## config.mk

```make
export PLATFORM = sky130hd
export DESIGN_NAME = buffer_sequencer
export DESIGN_NICKNAME = d
export VERILOG_FILES = /design/src/design/disk_geom_pkg.sv /design/src/design/buffer_ctrl_pkg.sv /design/src/design/buffer_sequencer.sv
export VERILOG_INCLUDE_DIRS = /design/src /design/src/design
export SDC_FILE = /design/constraint.sdc
export NUM_CORES = 1
export LEC_CHECK = 0
export ABC_AREA = 1
export BUFFER_PORTS_ARGS = -buffer_cell sky130_fd_sc_hd__buf_2
export CAP_MARGIN = 20
export CORE_MARGIN = 2
export CORE_UTILIZATION = 50
export DETAILED_ROUTE_END_ITERATION = 10
export PLACE_DENSITY = 0.83
export SYNTH_ARGS = -nofsm -noshare
export SYNTH_HDL_FRONTEND = slang
export SYNTH_SLANG_ARGS = --single-unit
```

## constraint.sdc

```tcl
create_clock -name clk -period 3.5 [get_ports clk]
set_input_delay 0.525 -clock clk [delete_from_list [all_inputs] [get_ports clk]]
set_output_delay 0.525 -clock clk [all_outputs]
set_load 0.01 [all_outputs]
```

## src/design/track_buffer_consts.svh

```systemverilog
// Track buffer geometry and tag reset values
`ifndef TRACK_BUFFER_CONSTS_SVH
`define TRACK_BUFFER_CONSTS_SVH

// ==================================================
// Track geometry
// ==================================================
`define SECTORS_PER_TRACK 17   // Sectors held in one track
`define SECTOR_BYTES 512       // Bytes per sector
`define TRACK_BYTES 8704       // 17 x 512, whole buffer

// ==================================================
// Tag values after reset
// ==================================================
// No real drive has these, so the first request always misses
`define NO_CYLINDER 16'hffff
`define NO_HEAD 4'hf

`endif

```

## src/design/disk_geom_pkg.sv

```systemverilog
// Disk geometry package with widths for sectors, tracks and buffer addresses
`default_nettype none

`include "track_buffer_consts.svh"

package disk_geom_pkg;

    // Payload
    typedef logic [7:0] byte_t;               // One data byte

    // Drive side addressing
    typedef logic [15:0] cylinder_t;
    typedef logic [3:0]  head_t;
    typedef logic [7:0]  sector_num_t;        // One-based, as the drive counts

    // Buffer side addressing
    typedef logic [4:0]  sector_idx_t;        // Zero-based slot, 0..16
    typedef logic [8:0]  byte_off_t;          // Offset inside a sector
    typedef logic [13:0] buf_addr_t;          // {slot, offset}

    // One bit per cached sector
    typedef logic [`SECTORS_PER_TRACK-1:0] sector_mask_t;

endpackage

`default_nettype wire

```

## src/design/buffer_ctrl_pkg.sv

```systemverilog
// Buffer control package with sequencer states and buffer occupancy
`default_nettype none

package buffer_ctrl_pkg;

    // Sequencer FSM
    typedef enum logic [3:0] {
        st_idle, st_check,
        st_flush_start, st_flush_wait,   // Write-back of dirty sectors
        st_fill_start, st_fill_wait,     // Single sector read from disk
        st_host_read, st_host_write,     // 512 byte host transfer
        st_done, st_error
    } seq_state_t;

    // What the buffer holds
    typedef enum logic [1:0] {
        occ_empty,   // Nothing cached
        occ_clean,   // Cached, matches disk
        occ_dirty    // At least one sector waits for write-back
    } occupancy_t;

endpackage

`default_nettype wire

```

## src/design/buffer_sequencer.sv

```systemverilog
// Buffer sequencer FSM for request check, write-back, fill and host transfer
`timescale 1ns/1ps
`default_nettype none

`include "track_buffer_consts.svh"

module buffer_sequencer (
    input  logic                       clk,
    input  logic                       reset_n,
    input  logic                       req_read,
    input  logic                       req_write,
    input  disk_geom_pkg::sector_num_t req_sector,
    input  disk_geom_pkg::head_t       req_head,
    input  disk_geom_pkg::cylinder_t   req_cylinder,
    input  logic                       host_read,
    input  logic                       host_write,
    input  disk_geom_pkg::byte_t       host_wdata,
    input  logic                       disk_ready,
    input  logic                       disk_error,
    input  disk_geom_pkg::byte_t       disk_rdata,
    input  logic                       disk_byte_valid,
    input  logic                       track_hit,
    input  logic                       slot_valid,
    input  logic                       any_dirty,
    input  disk_geom_pkg::sector_idx_t first_dirty,
    input  disk_geom_pkg::cylinder_t   cached_cylinder,
    input  disk_geom_pkg::head_t       cached_head,
    output logic                       buf_ready,
    output logic                       buf_error,
    output logic                       host_drq,
    output logic                       disk_read_start,
    output logic                       disk_write_start,
    output logic                       disk_byte_ack,
    output disk_geom_pkg::sector_num_t disk_sector,
    output disk_geom_pkg::head_t       disk_head,
    output disk_geom_pkg::cylinder_t   disk_cylinder,
    output disk_geom_pkg::buf_addr_t   ram_addr,
    output logic                       ram_write,
    output disk_geom_pkg::byte_t       ram_wdata,
    output disk_geom_pkg::sector_idx_t slot,
    output logic                       retag,
    output logic                       mark_valid,
    output logic                       mark_dirty,
    output logic                       clear_dirty
);
    import disk_geom_pkg::*;
    import buffer_ctrl_pkg::*;

    seq_state_t  state;
    byte_off_t   offset;       // Byte inside the current sector
    sector_idx_t op_slot;      // Slot the host asked for
    sector_idx_t wb_slot;      // Slot being written back
    logic        op_write;     // Request is a host write
    logic        accept;
    logic        last_byte;
    logic        fill_byte;    // Disk byte arrives during fill

    assign accept    = (state == st_idle) && (req_read || req_write);
    assign last_byte = (offset == byte_off_t'(`SECTOR_BYTES - 1));
    assign fill_byte = (state == st_fill_wait) && disk_byte_valid && !disk_error;

    // ==================================================
    // RAM and tag commands
    // ==================================================
    assign slot      = (state == st_flush_wait) ? wb_slot : op_slot;
    assign ram_addr  = {slot, offset};            // slot * 512 + offset
    assign ram_write = fill_byte || ((state == st_host_write) && host_write);
    assign ram_wdata = (state == st_fill_wait) ? disk_rdata : host_wdata;
    assign host_drq  = (state == st_host_read) || (state == st_host_write);

    assign retag       = (state == st_check) && !track_hit && !any_dirty;
    assign mark_valid  = (state == st_fill_wait) && disk_ready && !disk_error && !disk_byte_valid;
    assign mark_dirty  = (state == st_host_write) && host_write && last_byte;
    assign clear_dirty = (state == st_flush_wait) && disk_ready && !disk_error;

    // ==================================================
    // Control FSM
    // ==================================================
    always_ff @(posedge clk or negedge reset_n) begin
        if (!reset_n) begin
            state            <= st_idle;
            offset           <= '0;
            buf_ready        <= 1'b0;
            buf_error        <= 1'b0;
            disk_read_start  <= 1'b0;
            disk_write_start <= 1'b0;
            disk_byte_ack    <= 1'b0;
        end else begin
            // Pulses last one cycle
            buf_ready        <= 1'b0;
            buf_error        <= 1'b0;
            disk_read_start  <= 1'b0;
            disk_write_start <= 1'b0;
            disk_byte_ack    <= 1'b0;
            case (state)
                st_idle: begin
                    offset <= '0;
                    if (accept) state <= st_check;
                end
                st_check: begin
                    offset <= '0;
                    if (track_hit) begin
                        if (op_write)        state <= st_host_write;   // Whole sector, no fill
                        else if (slot_valid) state <= st_host_read;
                        else                 state <= st_fill_start;
                    end else if (any_dirty) begin
                        state <= st_flush_start;   // Old track goes out first
                    end else begin
                        state <= op_write ? st_host_write : st_fill_start;
                    end
                end
                st_flush_start: begin
                    disk_write_start <= 1'b1;
                    state            <= st_flush_wait;
                end
                st_flush_wait: begin
                    if (disk_error) begin
                        buf_error <= 1'b1;
                        state     <= st_error;
                    end else if (disk_ready) begin
                        state <= st_check;   // Look for the next dirty slot
                    end else if (disk_byte_valid) begin
                        offset <= offset + 1'b1;   // Drive took the byte
                    end
                end
                st_fill_start: begin
                    disk_read_start <= 1'b1;
                    state           <= st_fill_wait;
                end
                st_fill_wait: begin
                    if (disk_error) begin
                        buf_error <= 1'b1;
                        state     <= st_error;
                    end else if (disk_byte_valid) begin
                        offset        <= offset + 1'b1;
                        disk_byte_ack <= 1'b1;
                    end else if (disk_ready) begin
                        offset <= '0;
                        state  <= st_host_read;
                    end
                end
                st_host_read, st_host_write: begin
                    if ((state == st_host_read) ? host_read : host_write) begin
                        offset <= offset + 1'b1;
                        if (last_byte) state <= st_done;
                    end
                end
                st_done: begin
                    buf_ready <= 1'b1;
                    state     <= st_idle;
                end
                st_error: state <= st_idle;   // buf_error is already out
                default:  state <= st_idle;
            endcase
        end
    end

    // Request and disk address registers
    always_ff @(posedge clk) begin
        if (accept) begin
            op_write <= !req_read;   // Read wins over write
            op_slot  <= sector_idx_t'(req_sector - 8'd1);
        end
        if (state == st_flush_start) begin
            wb_slot       <= first_dirty;
            disk_sector   <= sector_num_t'(first_dirty) + 8'd1;
            disk_head     <= cached_head;       // Old track
            disk_cylinder <= cached_cylinder;
        end else if (state == st_fill_start) begin
            disk_sector   <= sector_num_t'(op_slot) + 8'd1;
            disk_head     <= req_head;
            disk_cylinder <= req_cylinder;
        end
    end

    a_no_drq_with_start: assert property (@(posedge clk) disable iff (!reset_n)
        !(host_drq && (disk_read_start || disk_write_start)));

endmodule

`default_nettype wire

```

# --- Word level (Yosys, flattened, before mapping) ---
# Index checks and enable logic that the tools add are counted.
op_classes:
  n_addsub: 4
  n_eq_ne: 20
  n_mux: 39
  n_reduce_logical: 28
ops:
  columns: ["cell", "n"]
  rows:
  - ["9-bit two-way mux", 7]
  - ["4-bit two-way mux", 11]
  - ["9-bit case mux with 4 select lines", 1]
  - ["16-bit two-way mux", 2]
  - ["4-bit case mux with 7 select lines", 1]
  - ["8-bit two-way mux", 3]
  - ["4-bit by 3-bit == test with 1-bit output, second input constant", 4]
  - ["2-bit != test, second input constant", 7]
  - ["5-bit by 1-bit adder with 6-bit output, second input constant", 2]
  - ["1-bit logical AND", 12]
  - ["3-bit != test, second input constant", 4]
  - ["9-bit by 1-bit adder with 9-bit output, second input constant", 1]
  - ["9-bit == test, second input constant", 1]
  - ["1-bit two-way mux", 9]
  - ["4-bit by 2-bit == test with 1-bit output, second input constant", 2]
  - ["7-bit AND reduction", 1]
  - ["2-bit two-way mux", 3]
  - ["6-bit AND reduction", 1]
  - ["2-bit OR reduction", 3]
  - ["1-bit zero test", 5]
  - ["5-bit two-way mux", 1]
  - ["5-bit by 1-bit subtractor with 5-bit output, second input constant", 1]
  - ["4-bit by 1-bit == test with 1-bit output, second input constant", 1]
  - ["4-bit == test, second input constant", 1]
  - ["5 further kinds", 7]
word_totals:
  reg_bits: 57
  output_inout_bits: 66
  word_cells: 104

# --- Logic depth before layout (Yosys ltp) ---
logic_depth:
  depth_word: 5
  mapped_depth: 15
  ltp_nobuf: 15

# --- Worst setup path after synthesis ---
# Ideal clock, no wire load.
synth_path:
  kind: "flip-flop to output port"
  startpoint: "register offset[0]"
  endpoint: "output mark_dirty"
  arrival_ns: 1.415
  required_ns: 2.975
  setup_slack_ns: 1.560
  path_stages_with_launch: 11
  path_buffers: 0
  cell_sequence: "dfrtp_1 -> ha_1 -> nand2_1 -> inv_1 -> nand2_1 -> nor2_1 -> nand2_1 -> nor2_1 -> ha_1 -> inv_1 -> nor2_1"
synth_between:
  elab_chain_len: 2
synth_rtl:
  columns: ["item", "line_no", "source"]
  rows:
  - ["start: declaration", "buffer_sequencer.sv:50", "byte_off_t offset;"]
  - ["start signal: assignment", "buffer_sequencer.sv:123", "offset <= offset + 1'b1;"]
  - ["start signal: assignment", "buffer_sequencer.sv:135", "offset <= offset + 1'b1;"]
  - ["start signal: assignment", "buffer_sequencer.sv:144", "offset <= offset + 1'b1;"]
  - ["9-bit == test", "buffer_sequencer.sv:59", "assign last_byte = (offset == byte_off_t'(`SECTOR_BYTES - 1));"]
  - ["1-bit logical AND", "buffer_sequencer.sv:73", "assign mark_dirty = (state == st_host_write) && host_write && last_byte;"]
  - ["end: declaration", "buffer_sequencer.sv:43", "output logic mark_dirty,"]
# No other way between the ends.

# --- Worst setup path in the final report ---
layout_path:
  startpoint: "register state[1]"
  endpoint: "output mark_valid"
layout_between:
  elab_chain_len: 4
layout_rtl:
  columns: ["item", "line_no", "source"]
  rows:
  - ["start: declaration", "buffer_sequencer.sv:49", "seq_state_t state;"]
  - ["start signal: assignment", "buffer_sequencer.sv:81", "state <= st_idle;"]
  - ["start signal: assignment", "buffer_sequencer.sv:98", "if (accept) state <= st_check;"]
  - ["start signal: assignment", "buffer_sequencer.sv:103", "if (op_write) state <= st_host_write;"]
  - ["4-bit by 3-bit == test with 1-bit output", "buffer_sequencer.sv:72", "assign mark_valid = (state == st_fill_wait) && disk_ready && !disk_error && !disk_byte_valid;"]
  - ["1-bit logical AND (3 in a row)", "buffer_sequencer.sv:72", null]
  - ["end: declaration", "buffer_sequencer.sv:42", "output logic mark_valid,"]
# No other way between the ends.

==> metrics.cfg <==
[setup_path]
path_common_cell=nand2_1
crit_path_cell_trace=inv_1 -> nand2_1 -> nor2_2 -> nand2_1 -> nor2_1 -> buf_2
cp.required_ns=2.97
cp-end-kind=output port
cpPeakStageDelay_ns=0.46
start_kind=register
cp-startpoint=state[1]
rr_startpoint=state[2]
slowest_stage=dfrtp_1
worstPathArrival_ns=1.94
worst-setup-path-type=reg -> out
cp_max_fo=13

[synthesis]
syn-cell-area_um2=3000
synth_area_leaders=edfxtp_1 37%, nand2_1 24%, dfrtp_1 15%
yosysTopAreaCell=edfxtp_1
synth-edff-count=37
ys_ff_latch=55
synth.top_cell.area_share_pct=37.0
synth_cell_type_count=27
yosysWarnings=0
synth-seq-area-share_pct=52.0
syn_inst=386
synth_ff_type=edfxtp_1
synth_async_sr_flop_share_pct=32.7
avgSynthCellArea_um2=7.77

[global_route]
grt_max_degree=31
grt_pass1_wl_um=11700
grt_usage_pct=22.7
grt_pass1_vias=2714
grt-ovfl-total=0
antenna_found_initial=0

[sta]
fmax_mhz=406
period_share_pct=70.4
final-setup-viol-count=0
slew_headroom_pct=35.2
hold_viol=0
fin_setup_tns_ns=0
finalCriticalPeriod_ns=2.46
rsz0062_at_grt=no
tightest_slew_ns=0.971
fin_skew_ns=0.0111
drv_slew=0

[floorplanning]
core.rowCount=28
start_util_pct=51.3
die_area_um2=6640
die-width_um=81.5
core_area_um2=5850
die_h_um=81.5
ioPinCount=147

[placement]
port_buffers=141
place.gp.congestion=0.857
detailed_place_hpwl_um=5930
placed_cells=592

[power]
peakVddDrop_v=0.000400
power_density_nw_per_um2=707
total_power_mw=2.71
p_leak_nw=2.14

[layout]
layoutNonFillerInstCount=600
diodes=0
fin_util_pct=65.4
area_growth_pct=27.5
drive_above_1_share_pct=32.0
layout.nets=609

[drt]
drc=0
ant_nets=0
wl_per_cell_um=12.5
vias_per_cell=4.99
firstDrtPassIters=4
drt_iter0_drc=163
wl_um=7510
vias=2993

[clock_tree]
clk_path_buf_depth=2
htreeDepth=2
clk_latency_ns=0.31
cts_setup_buffers=0
hold_buffers=0
cts_root_buf=clkbuf_8
tritoncts=yes
numCtsBuffers=5
clock-sinks=55
clk_pin_slew_worst_paths_ns=0.10
cts_resized=0

[status]
status=finished clean

[min_path]
hp-class=in -> async

[flow_run]
max-cap-violations=0

==> sequential cells by signal (all words and copies together) (netlist names), 4 cells and up <==
signal	count
wb_slot	5
disk_cylinder	16
op_slot	5
disk_sector	6
offset	9
disk_head	4
state	4
==> cell families after synthesis <==
group                      synth area share [%]
other                                     0.125
adders and majority gates                  1.67
DFF                                        52.0
buffers and inverters                      7.34
and+or+nand+nor                            35.7
xor gates and xnor gates                   1.17
AOI/OAI and AO/OA                          1.92
==> Yosys cell counts, types with 3 or more instances <==
master	count
xor2_1	3
edfxtp_1	37
nand2_1	192
buf_4	7
nand4_1	8
nor2_2	9
inv_1	34
dfrtp_1	18
ha_1	4
nor2_1	27
clkbuf_1	3
inv_2	5
nand3_1	19
nand2_2	3
==> final cells by class <==
type,instances,area [um^2]
clock inverter,2,16.3
timing repair buffer,142,713
clock buffer,6,72.6
sequential,55,1560
inverter,39,146
multi-input combinational,281,1220
fill,522,2020
tap,75,93.8
==> report_power, final <==
group | switching [mW] | total [mW] | internal [mW]
registers | 0.0833 | 1.05 | 0.972
logic | 0.882 | 1.29 | 0.411
clock network | 0.214 | 0.358 | 0.144
==> stage by stage <==
stage	setup slack (ns)	hold WS [ns]	area, um^2
2_1_floorplan	1.56	0.229	3000
3_3_place_gp	1.20	0.474	3740
3_5_place_dp	1.15	0.486	3740
4_1_cts	1.03	0.137	3830
5_1_grt	0.837	0.158	3830
6_report	1.04	0.124	3830
==> path summary, 6_finish.rpt <==
path,to,slack [ns],depth (start not counted)
setup / recovery,mark_valid,1.04,6
hold / removal,offset[2],0.12,1
setup reg to reg,disk_cylinder[9],1.17,6
hold reg to reg,offset[8],0.53,2
max in group asynchronous,state[0],3.08,1
min in group clk,wb_slot[0],0.40,1
==> per-layer routing <==
| layer | vias up | routed length [um] | track usage, % |
|---|---|---|---|
| li1 | 1475 | - | - |
| met1 | 1401 | 2880 | 26.7 |
| met2 | 106 | 4050 | 40.9 |
| met3 | 11 | 439 | 4.51 |
| met4 | 0 | 131 | 8.64 |
| met5 | - | 0 | 0 |
==> critical path: cells and delay by family, from the launching register on <==
kind,cells,cell delay (ns)
AND/OR/NAND/NOR,4,0.88
flip-flops,1,0.46
buffers and inverters,2,0.27
==> cell usage in the layout (no fill, tap or decap) <==
cell type | netlist | routed
nand3_1 | 19 | 19
a21oi_1 | 2 | 2
nor4_1 | 1 | 1
inv_1 | 34 | 34
conb_1 | 1 | 2
edfxtp_1 | 37 | 37
clkbuf_8 | 0 | 5
buf_2 | 2 | 141
clkbuf_1 | 3 | 1
or2_0 | 1 | 1
o21ai_4 | 1 | 1
xor2_1 | 3 | 3
nand4_1 | 8 | 8
o21ai_0 | 1 | 1
dfrtp_1 | 18 | 18
xnor2_1 | 1 | 1
a211oi_1 | 1 | 1
nand2_2 | 3 | 3
o21ai_1 | 2 | 2
nor2_1 | 27 | 27
nand3b_1 | 1 | 1
nor2_2 | 9 | 9
o21ai_2 | 1 | 1
inv_6 | 0 | 1
nor3_1 | 2 | 2
nand2_1 | 192 | 192
buf_4 | 7 | 1
inv_2 | 5 | 5
clkinvlp_4 | 0 | 1
ha_1 | 4 | 4
Power figures use the tool's default switching activity.
