$ cat src/design/track_buffer_consts.svh
// Track buffer geometry and tag reset values
`ifndef TRACK_BUFFER_CONSTS_SVH
`define TRACK_BUFFER_CONSTS_SVH

// ==================================================
// Track geometry
// ==================================================
`define SECTORS_PER_TRACK 17   // Sectors held in one track
`define SECTOR_BYTES 512       // Bytes per sector
`define TRACK_BYTES 8704       // 17 x 512, whole buffer

// ==================================================
// Tag values after reset
// ==================================================
// No real drive has these, so the first request always misses
`define NO_CYLINDER 16'hffff
`define NO_HEAD 4'hf

`endif

$ cat src/design/disk_geom_pkg.sv
// Disk geometry package with widths for sectors, tracks and buffer addresses
`default_nettype none

`include "track_buffer_consts.svh"

package disk_geom_pkg;

    // Payload
    typedef logic [7:0] byte_t;               // One data byte

    // Drive side addressing
    typedef logic [15:0] cylinder_t;
    typedef logic [3:0]  head_t;
    typedef logic [7:0]  sector_num_t;        // One-based, as the drive counts

    // Buffer side addressing
    typedef logic [4:0]  sector_idx_t;        // Zero-based slot, 0..16
    typedef logic [8:0]  byte_off_t;          // Offset inside a sector
    typedef logic [13:0] buf_addr_t;          // {slot, offset}

    // One bit per cached sector
    typedef logic [`SECTORS_PER_TRACK-1:0] sector_mask_t;

endpackage

`default_nettype wire

$ cat src/design/buffer_ctrl_pkg.sv
// Buffer control package with sequencer states and buffer occupancy
`default_nettype none

package buffer_ctrl_pkg;

    // Sequencer FSM
    typedef enum logic [3:0] {
        st_idle, st_check,
        st_flush_start, st_flush_wait,   // Write-back of dirty sectors
        st_fill_start, st_fill_wait,     // Single sector read from disk
        st_host_read, st_host_write,     // 512 byte host transfer
        st_done, st_error
    } seq_state_t;

    // What the buffer holds
    typedef enum logic [1:0] {
        occ_empty,   // Nothing cached
        occ_clean,   // Cached, matches disk
        occ_dirty    // At least one sector waits for write-back
    } occupancy_t;

endpackage

`default_nettype wire

$ cat src/design/cache_tags.sv
// Cache tags for the cached track, with valid and dirty bitmaps and hit detection
`timescale 1ns/1ps
`default_nettype none

`include "track_buffer_consts.svh"

module cache_tags (
    input  logic                      clk,
    input  logic                      reset_n,
    input  disk_geom_pkg::cylinder_t  req_cylinder,
    input  disk_geom_pkg::head_t      req_head,
    input  disk_geom_pkg::sector_idx_t slot,
    input  logic                      retag,
    input  logic                      mark_valid,
    input  logic                      mark_dirty,
    input  logic                      clear_dirty,
    output logic                      track_hit,
    output logic                      slot_valid,
    output logic                      any_dirty,
    output disk_geom_pkg::sector_idx_t first_dirty,
    output disk_geom_pkg::cylinder_t  cached_cylinder,
    output disk_geom_pkg::head_t      cached_head
);
    import disk_geom_pkg::*;
    import buffer_ctrl_pkg::*;

    sector_mask_t valid_mask;
    sector_mask_t dirty_mask;
    sector_mask_t slot_bit;      // One-hot of the commanded slot
    occupancy_t   occupancy;

    assign slot_bit = sector_mask_t'(1) << slot;

    // ==================================================
    // Tag and bitmap registers
    // ==================================================
    always_ff @(posedge clk or negedge reset_n) begin
        if (!reset_n) begin
            cached_cylinder <= `NO_CYLINDER;
            cached_head     <= `NO_HEAD;
            valid_mask      <= '0;
            dirty_mask      <= '0;
            occupancy       <= occ_empty;
        end else if (retag) begin
            // New track, nothing in it yet
            cached_cylinder <= req_cylinder;
            cached_head     <= req_head;
            valid_mask      <= '0;
            dirty_mask      <= '0;
            occupancy       <= occ_clean;
        end else begin
            if (mark_valid || mark_dirty) begin
                valid_mask <= valid_mask | slot_bit;
            end
            if (mark_dirty) begin
                dirty_mask <= dirty_mask | slot_bit;
                occupancy  <= occ_dirty;
            end else if (clear_dirty) begin
                dirty_mask <= dirty_mask & ~slot_bit;
                if ((dirty_mask & ~slot_bit) == '0) begin
                    occupancy <= occ_clean;   // Last one written back
                end
            end
        end
    end

    // ==================================================
    // Lookup
    // ==================================================
    assign track_hit = (occupancy != occ_empty) &&
                       (cached_cylinder == req_cylinder) &&
                       (cached_head == req_head);
    assign slot_valid = |(valid_mask & slot_bit);
    assign any_dirty  = |dirty_mask;

    // Lowest dirty slot wins, so write-back runs in ascending order
    always_comb begin
        first_dirty = '0;
        for (int i = `SECTORS_PER_TRACK - 1; i >= 0; i--) begin
            if (dirty_mask[i]) first_dirty = sector_idx_t'(i);
        end
    end

    a_dirty_implies_valid: assert property (
        @(posedge clk) disable iff (!reset_n) (dirty_mask & ~valid_mask) == '0);

endmodule

`default_nettype wire

$ cat config.mk
export PLATFORM = sky130hd
export DESIGN_NAME = cache_tags
export DESIGN_NICKNAME = d
export VERILOG_FILES = /design/src/design/disk_geom_pkg.sv /design/src/design/buffer_ctrl_pkg.sv /design/src/design/cache_tags.sv
export VERILOG_INCLUDE_DIRS = /design/src /design/src/design
export SDC_FILE = /design/constraint.sdc
export NUM_CORES = 1
export LEC_CHECK = 0
export BUFFER_PORTS_ARGS = -buffer_cell sky130_fd_sc_hd__buf_2
export CORE_AREA = 2 2 112 114
export CTS_CLUSTER_DIAMETER = 40
export DETAILED_ROUTE_END_ITERATION = 12
export DIE_AREA = 0 0 114 116
export SLEW_MARGIN = 15
export SYNTH_ARGS = -nofsm -noshare
export SYNTH_HDL_FRONTEND = slang
export SYNTH_SLANG_ARGS = --single-unit
$ cat constraint.sdc
create_clock -name clk -period 2.25 [get_ports clk]
set_input_delay 0.3375 -clock clk [delete_from_list [all_inputs] [get_ports clk]]
set_output_delay 0.3375 -clock clk [all_outputs]
set_load 0.05 [all_outputs]
* After elaboration in Yosys (flattened, before gate mapping)
Cells that the tools add are included.
** Storage, ports and cells
- Register bits :: 56
- Latch bits :: 0
- Bits in writable memories :: 0
- Memory bits (read-only) :: 0
- Input bits :: 31
- Output and inout bits :: 28
- Logic and storage cells :: 50
- Memories kept :: 0
** Cells by class
- Add/sub/neg operators :: 0
- Multipliers :: 0
- Divide/modulo/power cells :: 0
- Magnitude comparators :: 0
- Equality and inequality tests :: 2
- Shifts and indexed selects :: 1
- Multiplexer cells :: 26
- Bitwise operators :: 5
- Reductions and logical operators :: 11
** Operators with widths (number)
- $mux W17 :: 5
- $mux W5 :: 17
- $and A17 B17 Y17 :: 2
- $or A17 B17 Y17 :: 2
- $reduce_or A17 Y1 :: 2
- $logic_not A17 Y1 :: 1
- $not A17 Y17 :: 1
- $shl A1 B5 Y17 const A :: 1
- $eq A16 B16 Y1 :: 1
- $mux W2 :: 4
- $reduce_bool A3 Y1 :: 2
- $eq A4 B4 Y1 :: 1
- $reduce_bool A2 Y1 :: 2
- $logic_and A1 B1 Y1 :: 2
- $reduce_and A2 Y1 :: 1
- $logic_or A1 B1 Y1 :: 1

* Longest topological paths before layout
Gate-level depths: netlist (run 1).
- Depth after elaboration :: 17
- Depth in mapped cells :: 8
- Depth with buffers taken out :: 6

* Least setup slack after synthesis (run 1)
No wires, ideal clock.
- Path kind :: reg2out
- Start :: register cached_cylinder[6]
- End :: output track_hit
- Arrival time :: 2.735 ns
- Path slack :: -0.823 ns
- Stages on the path, launching flop included :: 5
- Path through :: dfstp_2 > xor2_1 > nor4_1 > o211ai_1 > nor4_1
** Between the ends
- Longest elaborated chain between the ends :: 3
** RTL lines
- start, declared :: RTL line cache_tags.sv:21 : output disk_geom_pkg::cylinder_t cached_cylinder,
- start signal, assigned :: RTL line cache_tags.sv:39 : cached_cylinder <= `NO_CYLINDER;
- start signal, assigned :: RTL line cache_tags.sv:46 : cached_cylinder <= req_cylinder;
- $eq A16 B16 Y1 :: RTL line cache_tags.sv:71 : (cached_cylinder == req_cylinder) &&
- $logic_and A1 B1 Y1 :: RTL line cache_tags.sv:70 : assign track_hit = (occupancy != occ_empty) &&
- $logic_and A1 B1 Y1 :: RTL line cache_tags.sv:71
- end, declared :: RTL line cache_tags.sv:17 : output logic track_hit,
No other way between the ends.

* Final worst setup path (run 1)
- Start :: register cached_cylinder[7]
- End :: output track_hit
Same word-level chain as after synthesis.

==> summary.txt, run 1 <==
Yosys
  – Yosys warning count: 0
  – Post-Syn Area: ~0.0030 mm2
  – #FFs+latches synth: between 50 and 60
  – Syn Area/Cell: ~9.4 um2
  – Syn nets: around 350
  – Post-synth EDFFs: 0
  – Yosys cell types: 42
  – Main synth FF type: dfrtp_1
  – Seq/Total Area, Yosys: 48.06%
  – Synth Instances: roughly 320
  – Async set-reset flop share out of synthesis: 100.0%

Routing
  – Vias: 2508
  – Final WL: about 7.7 mm
  – DRT Pass-1 Iters: 5
  – Wire length on met3: 497 um
  – Routed length on met2: 3.217 mm
  – Top Layer Used: met4
  – Routed Antenna Nets: 0
  – DRC viols: 0
  – Post-DR vias/cell: 4.814
  – DR WL/cell: 14.74 um
  – Iter 0 DRT Violations: 130
  – Metal-1 WL: about 4 mm

Critical path
  – Worst Path Required: 1910 ps
  – CP Capture Type: primary output
  – Crit Path Category: flip-flop to primary output
  – CP arrival: 1830 ps
  – Setup crit start kind: flip-flop
  – Max FO, Critical Path: 3

Job
  – Max Cap Violations: 0

STA
  – Final setup margin: 79.66 ps
  – Clk_skew: roughly 7 ps
  – RSZ-0062 raised after global routing: true
  – # setup viols final: 0
  – Rel. slew slack: a little over half
  – Crit path time final: 2170 ps
  – Fmax: 0.4608 GHz
  – Setup TNS: 0 ps
  – Final hold vios: 0
  – Slew Viols, Final: 0
  – Fin crit share: 96.46%
  – Slew @ Worst Pin: between 700 and 800 ps

Placed design
  – # port buffers: 58
  – Post-DP HPWL: 5.622 mm
  – RD Place Congestion: 0.8583
  – Placed cell count: 510
  – Place WS: 145.3 ps
  – Dpl cell area: 0.003442 mm2

Cells and area
  – Post-route design area: 0.003670 mm2
  – Share of post-route cells with drive strength above 1: a little over a third
  – Fillers: 1268
  – Antenna cell count: 0
  – Final cell count without fillers: 521
  – Layout Nets: 404
  – Layout Utilization: 30.81%
  – P&R area growth vs syn: 23.65%

Floorplan
  – Die Ht: 116 um
  – Row count: 40
  – # IOs: 59
  – Initial Util: approximately a quarter
  – Die area: 0.01322 mm2
  – Core area: 0.01191 mm2
  – Die W: 114 um

Power and ir drop
  – Pwr dens: ~660 mW/mm2
  – Worst VDD drop: roughly 0.00034 V
  – Leak: between 1.5 and 2 nW

CTS
  – Worst skew pair latency: roughly 300 ps
  – Reg clk slew, reported paths: 70 ps
  – H-tree levels: 2
  – TritonCTS clock tree: built
  – Root Driver: clkbuf_16
  – CTS buffer count: 5
  – Sinks on Clock Net: 56
  – Buffer depth of the longest clock path: 2
  – Post-cts hold buffer count: 0

GRT
  – Total GRT Usage: 12.04%
  – Grt ovf: 0
  – Initial antenna violation count: 0
  – Largest net degree at the start of global routing: 57
  – Vias in the first global route: 2373
  – First-pass GRT wire length: 12.55 mm

Status
  – Status: finished, final reports clean

Hold path
  – Hold Path Class: input port to flip-flop
-- cells in the final DEF (no fill, tap or decap), drive strengths merged, types with 3 or more instances in the layout --
master	Yosys	routed
nor4	8	8
dfrtp	36	36
nand4	6	6
nand2	24	24
xor2	8	8
nand3	3	3
clkbuf	14	7
mux2	20	20
xnor2	12	12
dfstp	20	20
nor2	63	63
mux2i	4	4
nor3	3	3
a21oi	22	22
o2111ai	3	3
buf	7	70
o21ai	16	16
a22oi	17	17
inv	5	5
-- repair_timing --
action | CTS | global route
pin swaps | 0 | 1
gates resized for setup | 2 | 15
setup endpoints to repair | 2 | 6
setup buffers | 0 | 3
-- power by group --
part           internal [mW]  total [mW]  switching, mW
Combinational          0.163       0.509          0.346
Clock                  0.416       0.771          0.355
Sequential              1.08        1.13         0.0442
Total                   1.66        2.41          0.745
-- layout make-up --
cell class	instances	area [um2]	area share [%]
Sequential cell	56	1426	38.87
Multi-Input combinational cell	234	1481	40.37
Inverter	5	18.77	0.5114
Clock buffer	6	128.9	3.512
Tap cell	147	183.9	5.012
Clock inverter	2	16.27	0.4432
Timing Repair Buffer	71	414.1	11.29
-- synthesized netlist by cell type (3+ instances only) --
master | n | area share [%]
a21oi_1 | 22 | 3.7
a22oi_1 | 17 | 4.3
buf_6 | 3 | 1.1
clkbuf_1 | 13 | 1.6
dfrtp_1 | 36 | 30
dfstp_2 | 20 | 18
inv_1 | 5 | 0.63
mux2_2 | 20 | 7.6
mux2i_1 | 4 | 1.3
nand2_1 | 24 | 3.0
nand3_1 | 3 | 0.51
nand4_1 | 6 | 1.3
nor2_1 | 62 | 7.8
nor3_1 | 3 | 0.51
nor4_1 | 8 | 1.7
o2111ai_1 | 3 | 0.89
o21ai_0 | 15 | 2.5
xnor2_1 | 12 | 3.5
xor2_1 | 8 | 2.4
-- per-stage QoR --
step	hold WS (ps)	power [mW]
after floorplan	41.91	1.494
after global placement	482.4	1.639
after detailed placement	483.4	1.646
after CTS	299.6	2.434
after global routing	300.6	2.534
final	305.5	2.408
-- critical path, stage by stage, from the launching register on --
cell and delay (ps):
dfstp_2 550, xor2_1 70, nor4_2 280, o211ai_1 140, nor4_2 270, buf_4 230
-- flip-flops by register name, indices dropped and copies added (netlist names) --
name             cells
cached_cylinder     16
cached_head          4
dirty_mask          17
occupancy            2
valid_mask          17
-- cells by family after synthesis --
logic type / after synthesis / share of synthesized area [%]
multiplexers: 24 / 8.938
flip-flops: 56 / 48.06
buffers and inverters: 26 / 4.174
AND/OR/NAND/NOR: 120 / 18.09
AO/OA/AOI/OAI: 70 / 14.84
XOR/XNOR: 20 / 5.902
-- routing by layer --
metal | up-vias | global-route usage (%)
met3 | 9 | 2.824
met4 | 0 | 2.846
met2 | 100 | 17.78
met5 | - | 0
met1 | 1176 | 17.79
li1 | 1223 | -
-- path summary, 6_finish.rpt --
path                                                      from                             end  slack (ps)  depth (start not counted)
worst min register to register       valid_mask[5]$_DFFE_PN0P_       valid_mask[5]$_DFFE_PN0P_         500                          2
min in group asynchronous                              reset_n  cached_cylinder[0]$_DFFE_PN1P_         320                          1
worst max register to register      dirty_mask[15]$_DFFE_PN0P_        occupancy[1]$_DFFE_PN0P_         820                          6
max in group asynchronous                              reset_n        occupancy[1]$_DFFE_PN0P_        1700                          2
worst min-delay path                           req_cylinder[8]  cached_cylinder[8]$_DFFE_PN1P_         310                          2
worst max-delay path            cached_cylinder[7]$_DFFE_PN1P_                       track_hit          80                          5
(Power assumes the default switching activity.)
==> run 2, diff against run 1 <==
Settings changed: ABC_AREA set to 1, CORE_AREA 2 2 112 114 to 2 2 114 116, DIE_AREA 0 0 114 116 to 0 0 116 118, GPL_ROUTABILITY_DRIVEN set to 0.
Clock period 2.25 ns to 2.68 ns, I/O delays scaled along.
==> summary.txt, run 2 <==
Routing
  – DRC viols: 0 (unchanged)
  – Iter 0 DRT Violations: 128 (-1.5%)
  – Post-DR vias/cell: 4.545 (-5.6%)
  – Routed Antenna Nets: 0 (unchanged)
  – Vias: 2850 (+14%)
  – Final WL: 8.402 mm (+9.4%)
  – DRT Pass-1 Iters: 5 (unchanged)
  – DR WL/cell: 13.40 um (-9.1%)

STA
  – Slew @ Worst Pin: 724.0 ps (+4.256 ps)
  – # setup viols final: 0 (unchanged)
  – Crit path time final: ~2300 ps
  – Fmax: about 0.43 GHz
  – WHS: 253.5 ps (-52.01 ps)
  – Final hold vios: 0 (unchanged)
  – Slew Viols, Final: 0 (unchanged)
  – Setup TNS: 0 ps (unchanged)
  – Rel. slew slack: 51.73% (-0.28 points)
  – Clk_skew: 5.233 ps (-1.700 ps)
  – Final setup margin: 379.2 ps (+299.6 ps)
  – Fin crit share: 85.85%
  – RSZ-0062 raised after global routing: false

Cells and area
  – Layout Utilization: 29.86% (-0.95 points)
  – Antenna cell count: 0 (unchanged)
  – P&R area growth vs syn: 21.34%
  – Fillers: 1384 (+9.1%)
  – Area of the multi-input gates: 0.001345 mm2 (-9.2%)
  – FF/Latch Area: 0.001426 mm2 (unchanged)
  – Share of post-route cells with drive strength above 1: 22.20% (-13 points)
  – Commonest non-fill, non-tap cell in the layout: nand2_1
  – Top flop regs: dirty_mask: 17 flops, valid_mask: 17 flops, cached_cylinder: 16 flops
  – Most frequent cells in the layout: nand2_1, buf_2, inv_1
  – Layout Nets: 485 (+20%)

GRT
  – Total GRT Usage: 12.65% (+0.62 points)
  – Initial antenna violation count: 0 (unchanged)
  – Grt ovf: 0 (unchanged)
  – Largest net degree at the start of global routing: 57 (unchanged)
  – Vias in the first global route: 2891 (+22%)
  – First-pass GRT wire length: 14.01 mm (+12%)

Yosys
  – Yosys cell types: 27 (-36%)
  – Synth Instances: 397 (+26%)
  – Most frequent cell after synthesis: nand2_1
  – Top cells by area, synth: dfrtp_1, dfstp_2, nand2_1
  – Post-Syn Area: 0.003055 mm2 (+3.0%)
  – Seq/Total Area, Yosys: 46.68% (-1.4 points)
  – Syn Area/Cell: 7.696 um2 (-18%)
  – Main synth FF type: dfrtp_1
  – Synth top area share: 29.48% (-0.87 points)
  – Async set-reset flop share out of synthesis: 100.0% (unchanged)
  – Post-synth EDFFs: 0 (unchanged)
  – #FFs+latches synth: 56 (unchanged)
  – Synth area leader: dfrtp_1
  – Yosys warning count: 0 (unchanged)
  – Syn nets: 428 (+23%)
  – Post-synth top cells: nand2_1, inv_1, dfrtp_1

CTS
  – Post-CTS Setup Bufs: 0 (unchanged)
  – Post-cts hold buffer count: 0 (unchanged)
  – Sinks on Clock Net: 56 (unchanged)
  – Buffer depth of the longest clock path: 2 (unchanged)
  – H-tree levels: 2 (unchanged)
  – Worst skew pair latency: 290 ps (about the same)
  – Root Driver: clkbuf_16
  – TritonCTS clock tree: built
  – Post_cts resized: 0 (-2)
  – CTS buffer count: 5 (unchanged)
  – Reg clk slew, reported paths: 80 ps (about the same)

Floorplan
  – Initial Util: 24.61% (-0.30 points)
  – Die area: 0.01369 mm2 (+3.5%)
  – Die W: 116 um (+1.8%)
  – Die Ht: 118 um (+1.7%)
  – Core area: 0.01241 mm2 (+4.2%)
  – Row count: 41 (+2.5%)
  – # IOs: 59 (unchanged)

Critical path
  – Setup crit start kind: flip-flop
  – CP arrival: 1900 ps (+70 ps)
  – R2r startpoint: dirty_mask[9]$_DFFE_PN0P_
  – R2r endpoint: occupancy[1]$_DFFE_PN0P_
  – Max FO, Critical Path: 3 (unchanged)
  – Worst Path Required: 2280 ps (+370 ps)
  – Reg2Reg Setup Slack: 1400 ps (+580 ps)
  – CP Capture Type: primary output
  – Worst-case reg-to-reg path depth: 6 (unchanged)
  – Crit Path Category: flip-flop to primary output

Job
  – Max Cap Violations: 0 (unchanged)

Power and ir drop
  – Post-layout total power: 2.095 mW (-13%)
  – Pwr dens: 565.0 mW/mm2 (-14%)
  – Worst VDD drop: 0.0003006 V (-11%)
  – Leak: 1.758 nW (+13%)

Placed design
  – Post-DP HPWL: 6.374 mm (+13%)
  – # port buffers: 58 (unchanged)
  – Place WS: 532.1 ps (+386.8 ps)

Status
  – Status: finished, final reports clean

Hold path
  – Hold Path Class: input port to async pin
## run 2: through the flow
step | instances | cell area (um2)
final | 627 | 3707
after CTS | 627 | 3707
after global placement | 619 | 3543
after detailed placement | 619 | 3543
after global routing | 627 | 3707
after floorplan | 397 | 3055
## run 2: critical path, stage by stage, from the launching register on
cell and delay (ps):
dfstp_2 540, inv_1 60, a22o_1 210, nor4_1 290, nand4_1 130, nor2_1 100
buf_2 270
## run 2: worst max path at each step
stage	start	end	slack (ps)	depth (start not counted)
2_1_floorplan	dirty_mask[12]$_DFFE_PN0P_	first_dirty[1]	320	5
3_3_place_gp	slot[4]	slot_valid	540	10
3_5_place_dp	slot[4]	slot_valid	530	10
4_1_cts	cached_cylinder[1]$_DFFE_PN1P_	track_hit	370	6
5_1_grt	dirty_mask[14]$_DFFE_PN0P_	first_dirty[0]	190	16
6_report	cached_cylinder[1]$_DFFE_PN1P_	track_hit	380	6
## run 2: area by class of cell
cell class / instances / area share (%)
Clock buffer: 6 / 3.476
Clock inverter: 2 / 0.9450
Inverter: 61 / 6.176
Multi-Input combinational cell: 267 / 36.28
Sequential cell: 56 / 38.47
Tap cell: 172 / 5.805
Timing Repair Buffer: 63 / 8.842
## run 2: layer usage
layer | part of all wire (%) | track usage [%]
met4 | 0.81 | 3.720
met5 | 0 | 0
met1 | 44 | 16.52
met2 | 48 | 20.29
met3 | 7.4 | 3.553
## run 2: logic make-up after synthesis
| family | after synthesis | synth area share (%) |
|---|---|---|
| AOI/OAI and AO/OA | 94 | 18.55 |
| xor gates and xnor gates | 6 | 1.720 |
| buffers and inverters | 74 | 9.296 |
| DFF | 56 | 46.68 |
| and+or+nand+nor | 167 | 23.75 |
## run 2: power breakdown
part	internal, mW	switching [mW]	total, mW	leakage (nW)
logic	0.109	0.309	0.418	0.972
registers	0.903	0.0261	0.930	0.705
clock network	0.441	0.306	0.747	0.0808
